==> src/logic/fetch_settings.svh <==
`ifndef FETCH_SETTINGS_SVH
`define FETCH_SETTINGS_SVH

// first fetch address after reset
`define FETCH_RESET_PC 32'h8000_0000

// cache lines held ahead of the pc, power of two
`define FETCH_LINE_DEPTH 4

// pc/instruction packets waiting for the core
`define FETCH_QUEUE_DEPTH 4

`endif
==> src/logic/fetch_pkg.sv <==
package fetch_pkg;

  // ============================================================
  // line geometry
  // ============================================================

  // byte offset bits inside one 16-byte line
  localparam int FETCH_LINE_OFFSET_BITS = 4;

  // word n sits at bits 32n+31 .. 32n
  typedef logic [127:0] line_t;

  // ============================================================
  // fetch output
  // ============================================================

  // one fetched instruction and its address
  typedef struct packed {
    logic [31:0] pc;
    logic [31:0] inst;
  } fetch_pkt_t;

  // predecode result, only jal changes the flow for now
  typedef enum logic [1:0] {
    CLASS_SEQ = 2'd0,
    CLASS_JAL = 2'd1
  } inst_class_e;

endpackage

==> src/logic/fetch_if.sv <==
interface fetch_if;

  // current fetch address
  logic [31:0] pc;
  // redirect strobe, one cycle with the new pc
  logic        flush;
  // word at pc is available this cycle
  logic        inst_valid;
  logic [31:0] inst;

  modport seq (
    output pc,
    output flush,
    input  inst_valid,
    input  inst
  );

  modport buffer (
    input  pc,
    input  flush,
    output inst_valid,
    output inst
  );

endinterface

==> src/logic/fetch_unit.sv <==
`include "fetch_settings.svh"

module fetch_unit (
  input  logic         clk,
  input  logic         rst_n,
  // AR channel
  input  logic         ar_ready_i,
  output logic         ar_valid_o,
  output logic [31:0]  ar_addr_o,
  // R channel
  input  logic         r_valid_i,
  input  logic [127:0] r_data_i,
  output logic         r_ready_o,
  // core side
  input  logic         out_ready_i,
  output logic         out_valid_o,
  output logic [31:0]  out_pc_o,
  output logic [31:0]  out_inst_o
);

  import fetch_pkg::*;

  fetch_if fetch_bus ();

  logic        is_jal;
  logic [31:0] jal_target;
  logic        accept;
  logic        queue_full;
  logic        queue_empty;
  fetch_pkt_t  accept_pkt;
  fetch_pkt_t  head_pkt;

  // ============================================================
  // fetch path
  // ============================================================

  fetch_buffer u_fetch_buffer (
    .clk        (clk),
    .rst_n      (rst_n),
    .fetch      (fetch_bus),
    .ar_ready_i (ar_ready_i),
    .ar_valid_o (ar_valid_o),
    .ar_addr_o  (ar_addr_o),
    .r_valid_i  (r_valid_i),
    .r_data_i   (r_data_i),
    .r_ready_o  (r_ready_o)
  );

  predecode u_predecode (
    .pc_i     (fetch_bus.pc),
    .inst_i   (fetch_bus.inst),
    .class_o  (),
    .is_jal_o (is_jal),
    .target_o (jal_target)
  );

  pc_sequencer u_pc_sequencer (
    .clk          (clk),
    .rst_n        (rst_n),
    .fetch        (fetch_bus),
    .is_jal_i     (is_jal),
    .target_i     (jal_target),
    .queue_full_i (queue_full),
    .accept_o     (accept),
    .pkt_o        (accept_pkt)
  );

  // ============================================================
  // output queue
  // ============================================================

  sync_fifo #(
    .entry_t (fetch_pkt_t),
    .DEPTH   (`FETCH_QUEUE_DEPTH)
  ) out_queue (
    .clk     (clk),
    .rst_n   (rst_n),
    .flush_i (1'b0),
    .push_i  (accept),
    .data_i  (accept_pkt),
    .pop_i   (out_valid_o && out_ready_i),
    .data_o  (head_pkt),
    .empty_o (queue_empty),
    .full_o  (queue_full)
  );

  assign out_valid_o = !queue_empty;
  assign out_pc_o    = head_pkt.pc;
  assign out_inst_o  = head_pkt.inst;

endmodule

==> src/logic/pc_sequencer.sv <==
`include "fetch_settings.svh"

module pc_sequencer (
  input  logic                  clk,
  input  logic                  rst_n,
  fetch_if.seq                  fetch,
  input  logic                  is_jal_i,
  input  logic [31:0]           target_i,
  input  logic                  queue_full_i,
  output logic                  accept_o,
  output fetch_pkg::fetch_pkt_t pkt_o
);

  logic [31:0] pc_q;
  logic        flush_q;
  logic [31:0] next_pc;

  // take the word when it is there, not redirecting and queue has room
  assign accept_o = fetch.inst_valid && !flush_q && !queue_full_i;

  assign next_pc = is_jal_i ? target_i : pc_q + 32'd4;

  always_ff @(posedge clk) begin
    if (rst_n) begin
      pc_q    <= `FETCH_RESET_PC;
      flush_q <= 1'b0;
    end else if (accept_o) begin
      pc_q    <= next_pc;
      // redirect pulse goes out with the target
      flush_q <= is_jal_i;
    end else begin
      flush_q <= 1'b0;
    end
  end

  assign fetch.pc    = pc_q;
  assign fetch.flush = flush_q;

  assign pkt_o.pc   = pc_q;
  assign pkt_o.inst = fetch.inst;

  a_pc_aligned: assert property (@(posedge clk) disable iff (rst_n)
    accept_o |=> pc_q[1:0] == 2'b00)
    else $error("pc_sequencer: next pc not word aligned");

endmodule

==> src/logic/predecode.sv <==
module predecode (
  input  logic [31:0]            pc_i,
  input  logic [31:0]            inst_i,
  output fetch_pkg::inst_class_e class_o,
  output logic                   is_jal_o,
  output logic [31:0]            target_o
);

  import fetch_pkg::*;

  localparam logic [6:0] OPC_JAL = 7'b1101111;

  logic [6:0]  opcode;
  logic [31:0] j_imm;

  assign opcode = inst_i[6:0];

  // J-type immediate, imm[20|10:1|11|19:12], sign extended
  assign j_imm = {
    {12{inst_i[31]}},
    inst_i[19:12],
    inst_i[20],
    inst_i[30:21],
    1'b0
  };

  always_comb begin
    if (opcode == OPC_JAL) begin
      class_o = CLASS_JAL;
    end else begin
      class_o = CLASS_SEQ;
    end
  end

  assign is_jal_o = (class_o == CLASS_JAL);

  // pc relative, computed for every word
  assign target_o = pc_i + j_imm;

endmodule

==> src/logic/fetch_buffer.sv <==
`include "fetch_settings.svh"

module fetch_buffer (
  input  logic             clk,
  input  logic             rst_n,
  fetch_if.buffer          fetch,
  input  logic             ar_ready_i,
  output logic             ar_valid_o,
  output logic [31:0]      ar_addr_o,
  input  logic             r_valid_i,
  input  fetch_pkg::line_t r_data_i,
  output logic             r_ready_o
);

  import fetch_pkg::*;

  localparam int LINE_AW = 32 - FETCH_LINE_OFFSET_BITS;
  localparam int CNT_W   = $clog2(`FETCH_LINE_DEPTH) + 1;

  localparam logic [31:0]        RESET_PC   = `FETCH_RESET_PC;
  localparam logic [CNT_W-1:0]   LINE_DEPTH = CNT_W'(`FETCH_LINE_DEPTH);

  typedef enum logic {
    IDLE,
    WAIT_DATA
  } rd_state_e;

  rd_state_e          state;
  logic [LINE_AW-1:0] head_addr;
  logic [CNT_W-1:0]   line_cnt;
  logic [LINE_AW-1:0] req_addr;
  logic               stale;
  logic [LINE_AW-1:0] pc_line;
  logic               busy;
  logic               issue;
  logic               resp_done;
  logic               push;
  logic               pop;
  logic               empty;
  line_t              head_line;

  // ============================================================
  // line bookkeeping
  // ============================================================

  assign pc_line = fetch.pc[31:FETCH_LINE_OFFSET_BITS];

  // pc has moved on to the next line, retire the head
  assign pop = !empty && (pc_line != head_addr) && !fetch.flush;

  // head_addr is the line at the fifo head; line_cnt counts lines
  // stored plus the one requested, so head_addr + line_cnt is next
  always_ff @(posedge clk) begin
    if (rst_n) begin
      head_addr <= RESET_PC[31:FETCH_LINE_OFFSET_BITS];
      line_cnt  <= '0;
    end else if (fetch.flush) begin
      head_addr <= pc_line;
      line_cnt  <= CNT_W'(issue);
    end else begin
      if (pop) begin
        head_addr <= head_addr + 1'b1;
      end
      line_cnt <= line_cnt + CNT_W'(issue) - CNT_W'(pop);
    end
  end

  // ============================================================
  // AR/R read machine
  // ============================================================

  assign busy      = ar_valid_o || (state == WAIT_DATA);
  assign resp_done = r_valid_i && r_ready_o;

  // one request at a time, prefetch while there is room
  assign issue = (state == IDLE) && !ar_valid_o && (fetch.flush || (line_cnt < LINE_DEPTH));

  always_ff @(posedge clk) begin
    if (rst_n) begin
      state      <= IDLE;
      ar_valid_o <= 1'b0;
      stale      <= 1'b0;
    end else begin
      if (issue) begin
        ar_valid_o <= 1'b1;
      end else if (ar_ready_i) begin
        ar_valid_o <= 1'b0;
      end

      case (state)
        IDLE: begin
          if (ar_valid_o && ar_ready_i) begin
            state <= WAIT_DATA;
          end
        end
        WAIT_DATA: begin
          if (r_valid_i) begin
            state <= IDLE;
          end
        end
        default: state <= IDLE;
      endcase

      // request from the old path still on the bus
      if (fetch.flush && busy && !resp_done) begin
        stale <= 1'b1;
      end else if (resp_done) begin
        stale <= 1'b0;
      end
    end
  end

  // address held until the request is taken
  always_ff @(posedge clk) begin
    if (issue) begin
      req_addr <= fetch.flush ? pc_line : head_addr + LINE_AW'(line_cnt);
    end
  end

  assign ar_addr_o = {req_addr, {FETCH_LINE_OFFSET_BITS{1'b0}}};
  assign r_ready_o = (state == WAIT_DATA);

  assign push = resp_done && !stale && !fetch.flush;

  // ============================================================
  // line storage and word select
  // ============================================================

  sync_fifo #(
    .entry_t (line_t),
    .DEPTH   (`FETCH_LINE_DEPTH)
  ) line_store (
    .clk     (clk),
    .rst_n   (rst_n),
    .flush_i (fetch.flush),
    .push_i  (push),
    .data_i  (r_data_i),
    .pop_i   (pop),
    .data_o  (head_line),
    .empty_o (empty),
    .full_o  ()
  );

  assign fetch.inst_valid = !empty && !fetch.flush && (pc_line == head_addr);
  assign fetch.inst       = head_line[{fetch.pc[3:2], 5'b00000} +: 32];

  a_ar_stable: assert property (@(posedge clk) disable iff (rst_n)
    ar_valid_o && !ar_ready_i |=> ar_valid_o && $stable(ar_addr_o))
    else $error("fetch_buffer: AR request changed before handshake");

endmodule

==> src/logic/sync_fifo.sv <==
module sync_fifo #(
  parameter type entry_t = logic [31:0],
  parameter int  DEPTH   = 4
) (
  input  logic   clk,
  input  logic   rst_n,
  input  logic   flush_i,
  input  logic   push_i,
  input  entry_t data_i,
  input  logic   pop_i,
  output entry_t data_o,
  output logic   empty_o,
  output logic   full_o
);

  localparam int AW = $clog2(DEPTH);

  entry_t      mem [DEPTH];
  logic [AW:0] wr_ptr;
  logic [AW:0] rd_ptr;

  // pointers carry one extra wrap bit
  always_ff @(posedge clk) begin
    if (rst_n) begin
      wr_ptr <= '0;
      rd_ptr <= '0;
    end else if (flush_i) begin
      // drop everything stored, keep write side where it is
      rd_ptr <= wr_ptr;
    end else begin
      if (push_i) begin
        wr_ptr <= wr_ptr + 1'b1;
      end
      if (pop_i) begin
        rd_ptr <= rd_ptr + 1'b1;
      end
    end
  end

  always_ff @(posedge clk) begin
    if (push_i && !flush_i) begin
      mem[wr_ptr[AW-1:0]] <= data_i;
    end
  end

  assign empty_o = (wr_ptr == rd_ptr);
  assign full_o  = (wr_ptr[AW] != rd_ptr[AW]) && (wr_ptr[AW-1:0] == rd_ptr[AW-1:0]);

  // a push into an empty fifo shows up at once
  assign data_o = (empty_o && push_i) ? data_i : mem[rd_ptr[AW-1:0]];

  a_no_push_full: assert property (@(posedge clk) disable iff (rst_n)
    push_i && !flush_i |-> !full_o)
    else $error("sync_fifo: push while full");

  a_no_pop_empty: assert property (@(posedge clk) disable iff (rst_n)
    pop_i && !flush_i |-> !empty_o)
    else $error("sync_fifo: pop while empty");

endmodule

==> config.mk <==
export PLATFORM = sky130hd
export DESIGN_NAME = fetch_unit
export DESIGN_NICKNAME = d
export VERILOG_FILES = /design/src/logic/fetch_pkg.sv /design/src/logic/fetch_if.sv /design/src/logic/fetch_unit.sv /design/src/logic/pc_sequencer.sv /design/src/logic/predecode.sv /design/src/logic/fetch_buffer.sv /design/src/logic/sync_fifo.sv
export VERILOG_INCLUDE_DIRS = /design/src /design/src/logic
export SDC_FILE = /design/constraint.sdc
export NUM_CORES = 1
export LEC_CHECK = 0
export BUFFER_PORTS_ARGS = -buffer_cell sky130_fd_sc_hd__buf_2
export CAP_MARGIN = 20
export CELL_PAD_IN_SITES_DETAIL_PLACEMENT = 1
export CELL_PAD_IN_SITES_GLOBAL_PLACEMENT = 1
export CORE_MARGIN = 2
export CORE_UTILIZATION = 40
export DETAILED_ROUTE_END_ITERATION = 10
export PLACE_DENSITY = 0.77
export SLEW_MARGIN = 10
export SYNTH_ARGS = -nofsm -noshare
export SYNTH_HDL_FRONTEND = slang
export SYNTH_HIERARCHICAL = 1
export SYNTH_SLANG_ARGS = --single-unit
export TNS_END_PERCENT = 100
==> constraint.sdc <==
create_clock -name clk -period 5.65 [get_ports clk]
set_input_delay 0.8475 -clock clk [delete_from_list [all_inputs] [get_ports clk]]
set_output_delay 0.8475 -clock clk [all_outputs]
set_load 0.02 [all_outputs]
==> parameters.txt <==
Parameter                              Value

Status
  Result of the run ... completed

Placement
  Placer congestion estimate ... 0.905
  Detailed-placement wirelength estimate ... 76300 um
  Placed Instances ... 3869
  Placement Setup Slack ... -0.00603 ns
  Count of port buffers added during placement ... 227

Yosys
  Number of warnings issued by yosys ... 6
  Post-Synthesis Mean Instance Area ... 16.6 um2
  Area of the mapped netlist ... 40500 um2
  Cells after Synth ... 2439

Layout
  Top library cells by usage in the layout, fill and taps aside ... edfxtp_1, buf_2, mux4_2
  Share of layout cells above drive strength 1 ... 34.1%
  Filler cell count in the final layout ... 9689
  Leading cell type in the layout, fill and taps excluded ... edfxtp_1
  Non-Filler Instances ... 4051
  Nets@finish ... 2852
  Syn-to-layout area delta ... 13.7%
  Combined area of the multi-input logic cells ... 13500 um2
  Register area ... 25600 um2

Die
  Horiz. Die Dim ... 322 um
  Area of the die ... 104000 um2
  Die H ... 322 um
  I/O pins ... 232
  Starting Density ... 40.4%
  Standard-cell rows ... 116
  Core Box Area ... 100000 um2

Setup path
  Crit Reg-Reg Startpoint ... u_fetch_buffer/line_store/wr_ptr[0]
  Setup slack, reg-to-reg ... 0.62 ns
  Stages on the worst setup path ... 11
  Max Fanout on Critical Path ... 34
  Slowest stage cell, crit path ... nor4_4
  Setup CP Type ... reg2out
  Delay of the slowest cell on the worst path ... 0.57 ns
  Setup crit start ... u_fetch_buffer/head_addr[12]
  Kind of launch point of the worst setup path ... flip-flop
  Cell chain of the critical path ... xnor2_1 -> nand4_1 -> nor4_4 -> nand2_1 -> nor3_2 -> or3b_2 -> inv_1 -> nand4_4 -> buf_4 -> mux2_4 -> buf_2
  Worst reg2reg path endpoint ... u_pc_sequencer/fetch.pc[22]
  Signal arrival time at the worst endpoint ... 4.64 ns
  Worst reg2reg path depth ... 17
  CP top delay family ... simple AND/OR/NAND/NOR gates
  Worst Path Buf+Inv ... 3
  Crit path required time ... 4.80 ns
  Sort of element at the end of the critical path ... output pin
  Critical Path End ... out_inst_o[19]

CTS
  TritonCTS buffer count ... 93
  CTS tree ... done
  Clock-pin slew on the worst setup and hold paths ... 0.07 ns
  Clock Latency Late Sink ... 0.71 ns
  H-tree levels ... 3
  Post-CTS repair timing setup buffer count ... 0
  Worst-case clock buffer depth ... 3
  Root Buffer ... clkbuf_16
  Number of sinks on the clock net ... 879

Power and ir drop
  Worst voltage drop across the vdd grid ... 0.296 mV
  Leakage ... 15.2 nW
  Clock group share of total power ... 36.2%
  Switching Power ... 4.60 mW
  Internal cell power ... 12.0 mW
  Tot Pwr ... 16.6 mW
  Net switching share of the total power ... 27.6%
  Sequential group share of total power ... 45.6%
  Share of power burned in combinational logic ... 18.2%
  Power density cells ... 362 nW/um2

STA
  Max Clock Skew ... 0.0723 ns
  Headroom to the max-slew limit ... 26.8%
  Post-route worst setup slack ... 0.163 ns
  Tightest Pin Transition ... 1.10 ns
  Setup repair after global routing missed its margin ... no
  Crit share post-route ... 97.1%
  Final Hold Vio Count ... 0
  Fmax achieved ... 182 MHz
  Final-report max-slew violation count ... 0
  Final-report setup violation count ... 0
  Final critical delay including setup and external delays ... 5.49 ns

GRT
  Most crowded layer after global routing ... met2
  Antenna violations before repair ... 36
  Largest net degree at the start of global routing ... 83
  M1 GR Usage ... 29.4%
  Via count of the first global-routing pass ... 25400
  Global route total overflow ... 0
  Global routing usage on met2 ... 36.0%
  First-pass GRT wire length ... 170000 um
  Met3 Track Usage GR ... 4.67%
  All-Layer GR Usage ... 22.0%

Flow run
  Max-cap viol count ... 0

Routing
  DRC viols ... 0
  Initial DRC count ... 2122
  Total number of vias ... 23900
  Routed wire per std cell ... 28.0 um
  Ratio of routed vias to standard cells ... 5.89
  Number of search-and-repair iterations in the first detailed-routing pass ... 5
  Antenna viol nets, final ... 0
  Final Routed Wirelength ... 114000 um

Hold path
  Class of the tightest hold or removal check ... in2reg
registers in the layout (all words and copies together), names as in the netlist, named ones only:
name                              count
u_fetch_buffer/line_store/mem       512
out_queue/mem                       256
u_pc_sequencer/fetch.pc              32
u_fetch_buffer/head_addr             28
u_fetch_buffer/req_addr              28
out_queue/rd_ptr                      3
out_queue/wr_ptr                      3
u_fetch_buffer/line_cnt               3
u_fetch_buffer/line_store/rd_ptr      3
u_fetch_buffer/line_store/wr_ptr      3
u_fetch_buffer/ar_valid_o             1
u_fetch_buffer/r_ready_o              1
u_fetch_buffer/stale                  1
u_pc_sequencer/fetch.flush            1
power groups by stage:
stage / registers (mW) / logic, mW / clock network [mW]
2_1_floorplan: 7.75 / 2.02 / 0
3_3_place_gp: 7.72 / 2.90 / 0
3_5_place_dp: 7.73 / 2.99 / 0
4_1_cts: 7.60 / 3.01 / 6.14
5_1_grt: 7.61 / 3.23 / 6.36
6_report: 7.59 / 3.03 / 6.03
worst register-to-register path: cells and delay by family, from the launching register on:
family	cells	cell delay [ns]
AOI/OAI and AO/OA	4	0.86
xor gates and xnor gates	2	0.26
adders and majority gates	1	0.51
buffers and inverters	2	0.89
DFF	1	0.45
muxes	2	1.09
and+or+nand+nor	6	0.86
per-layer routing:
| layer | share of wire (%) | routed length (um) | vias up |
|---|---|---|---|
| met5 | 0.21 | 238 | - |
| met4 | 3.1 | 3570 | 36 |
| met3 | 6.8 | 7750 | 253 |
| met2 | 48 | 54800 | 896 |
| met1 | 42 | 47200 | 12500 |
| li1 | - | - | 10200 |
through the flow:
step                      hold WS [ns]  util [%]  instance area, um2  TNS (ns)
final                            0.374      46.0               46000         0
after floorplan                  0.448         -               40500         0
after global placement           0.469      42.9               43000         0
after global routing             0.359      46.0               46000         0
after detailed placement         0.472      42.9               43000  -0.00603
after CTS                        0.333      45.9               46000         0
what timing repair did:
action,4_1_cts,5_1_grt
hold buffers,0,0
resized for setup,0,2
endpoints found under the setup margin,0,64
final cells by class:
type,count,share of cell area (%)
timing repair buffer,338,4.69
tap,1298,3.53
multi-input combinational,1315,29.3
inverter,42,0.353
clock buffer,109,5.23
clock inverter,56,1.26
sequential,879,55.6
antenna,14,0.0761
worst min path at each step:
| stage | from | to | slack (ns) | cells past startpoint |
|---|---|---|---|---|
| finish | r_data_i[38] | u_fetch_buffer/line_store/mem[0][38] | 0.37 | 1 |
| global route | r_data_i[107] | u_fetch_buffer/line_store/mem[2][107] | 0.36 | 1 |
| CTS | r_data_i[38] | u_fetch_buffer/line_store/mem[0][38] | 0.33 | 1 |
| detailed placement | u_fetch_buffer/stale | u_fetch_buffer/stale | 0.47 | 2 |
| global placement | u_fetch_buffer/stale | u_fetch_buffer/stale | 0.47 | 2 |
| floorplan | u_fetch_buffer/stale | u_fetch_buffer/stale | 0.45 | 2 |
No activity file was read; power rests on OpenSTA's default activity.
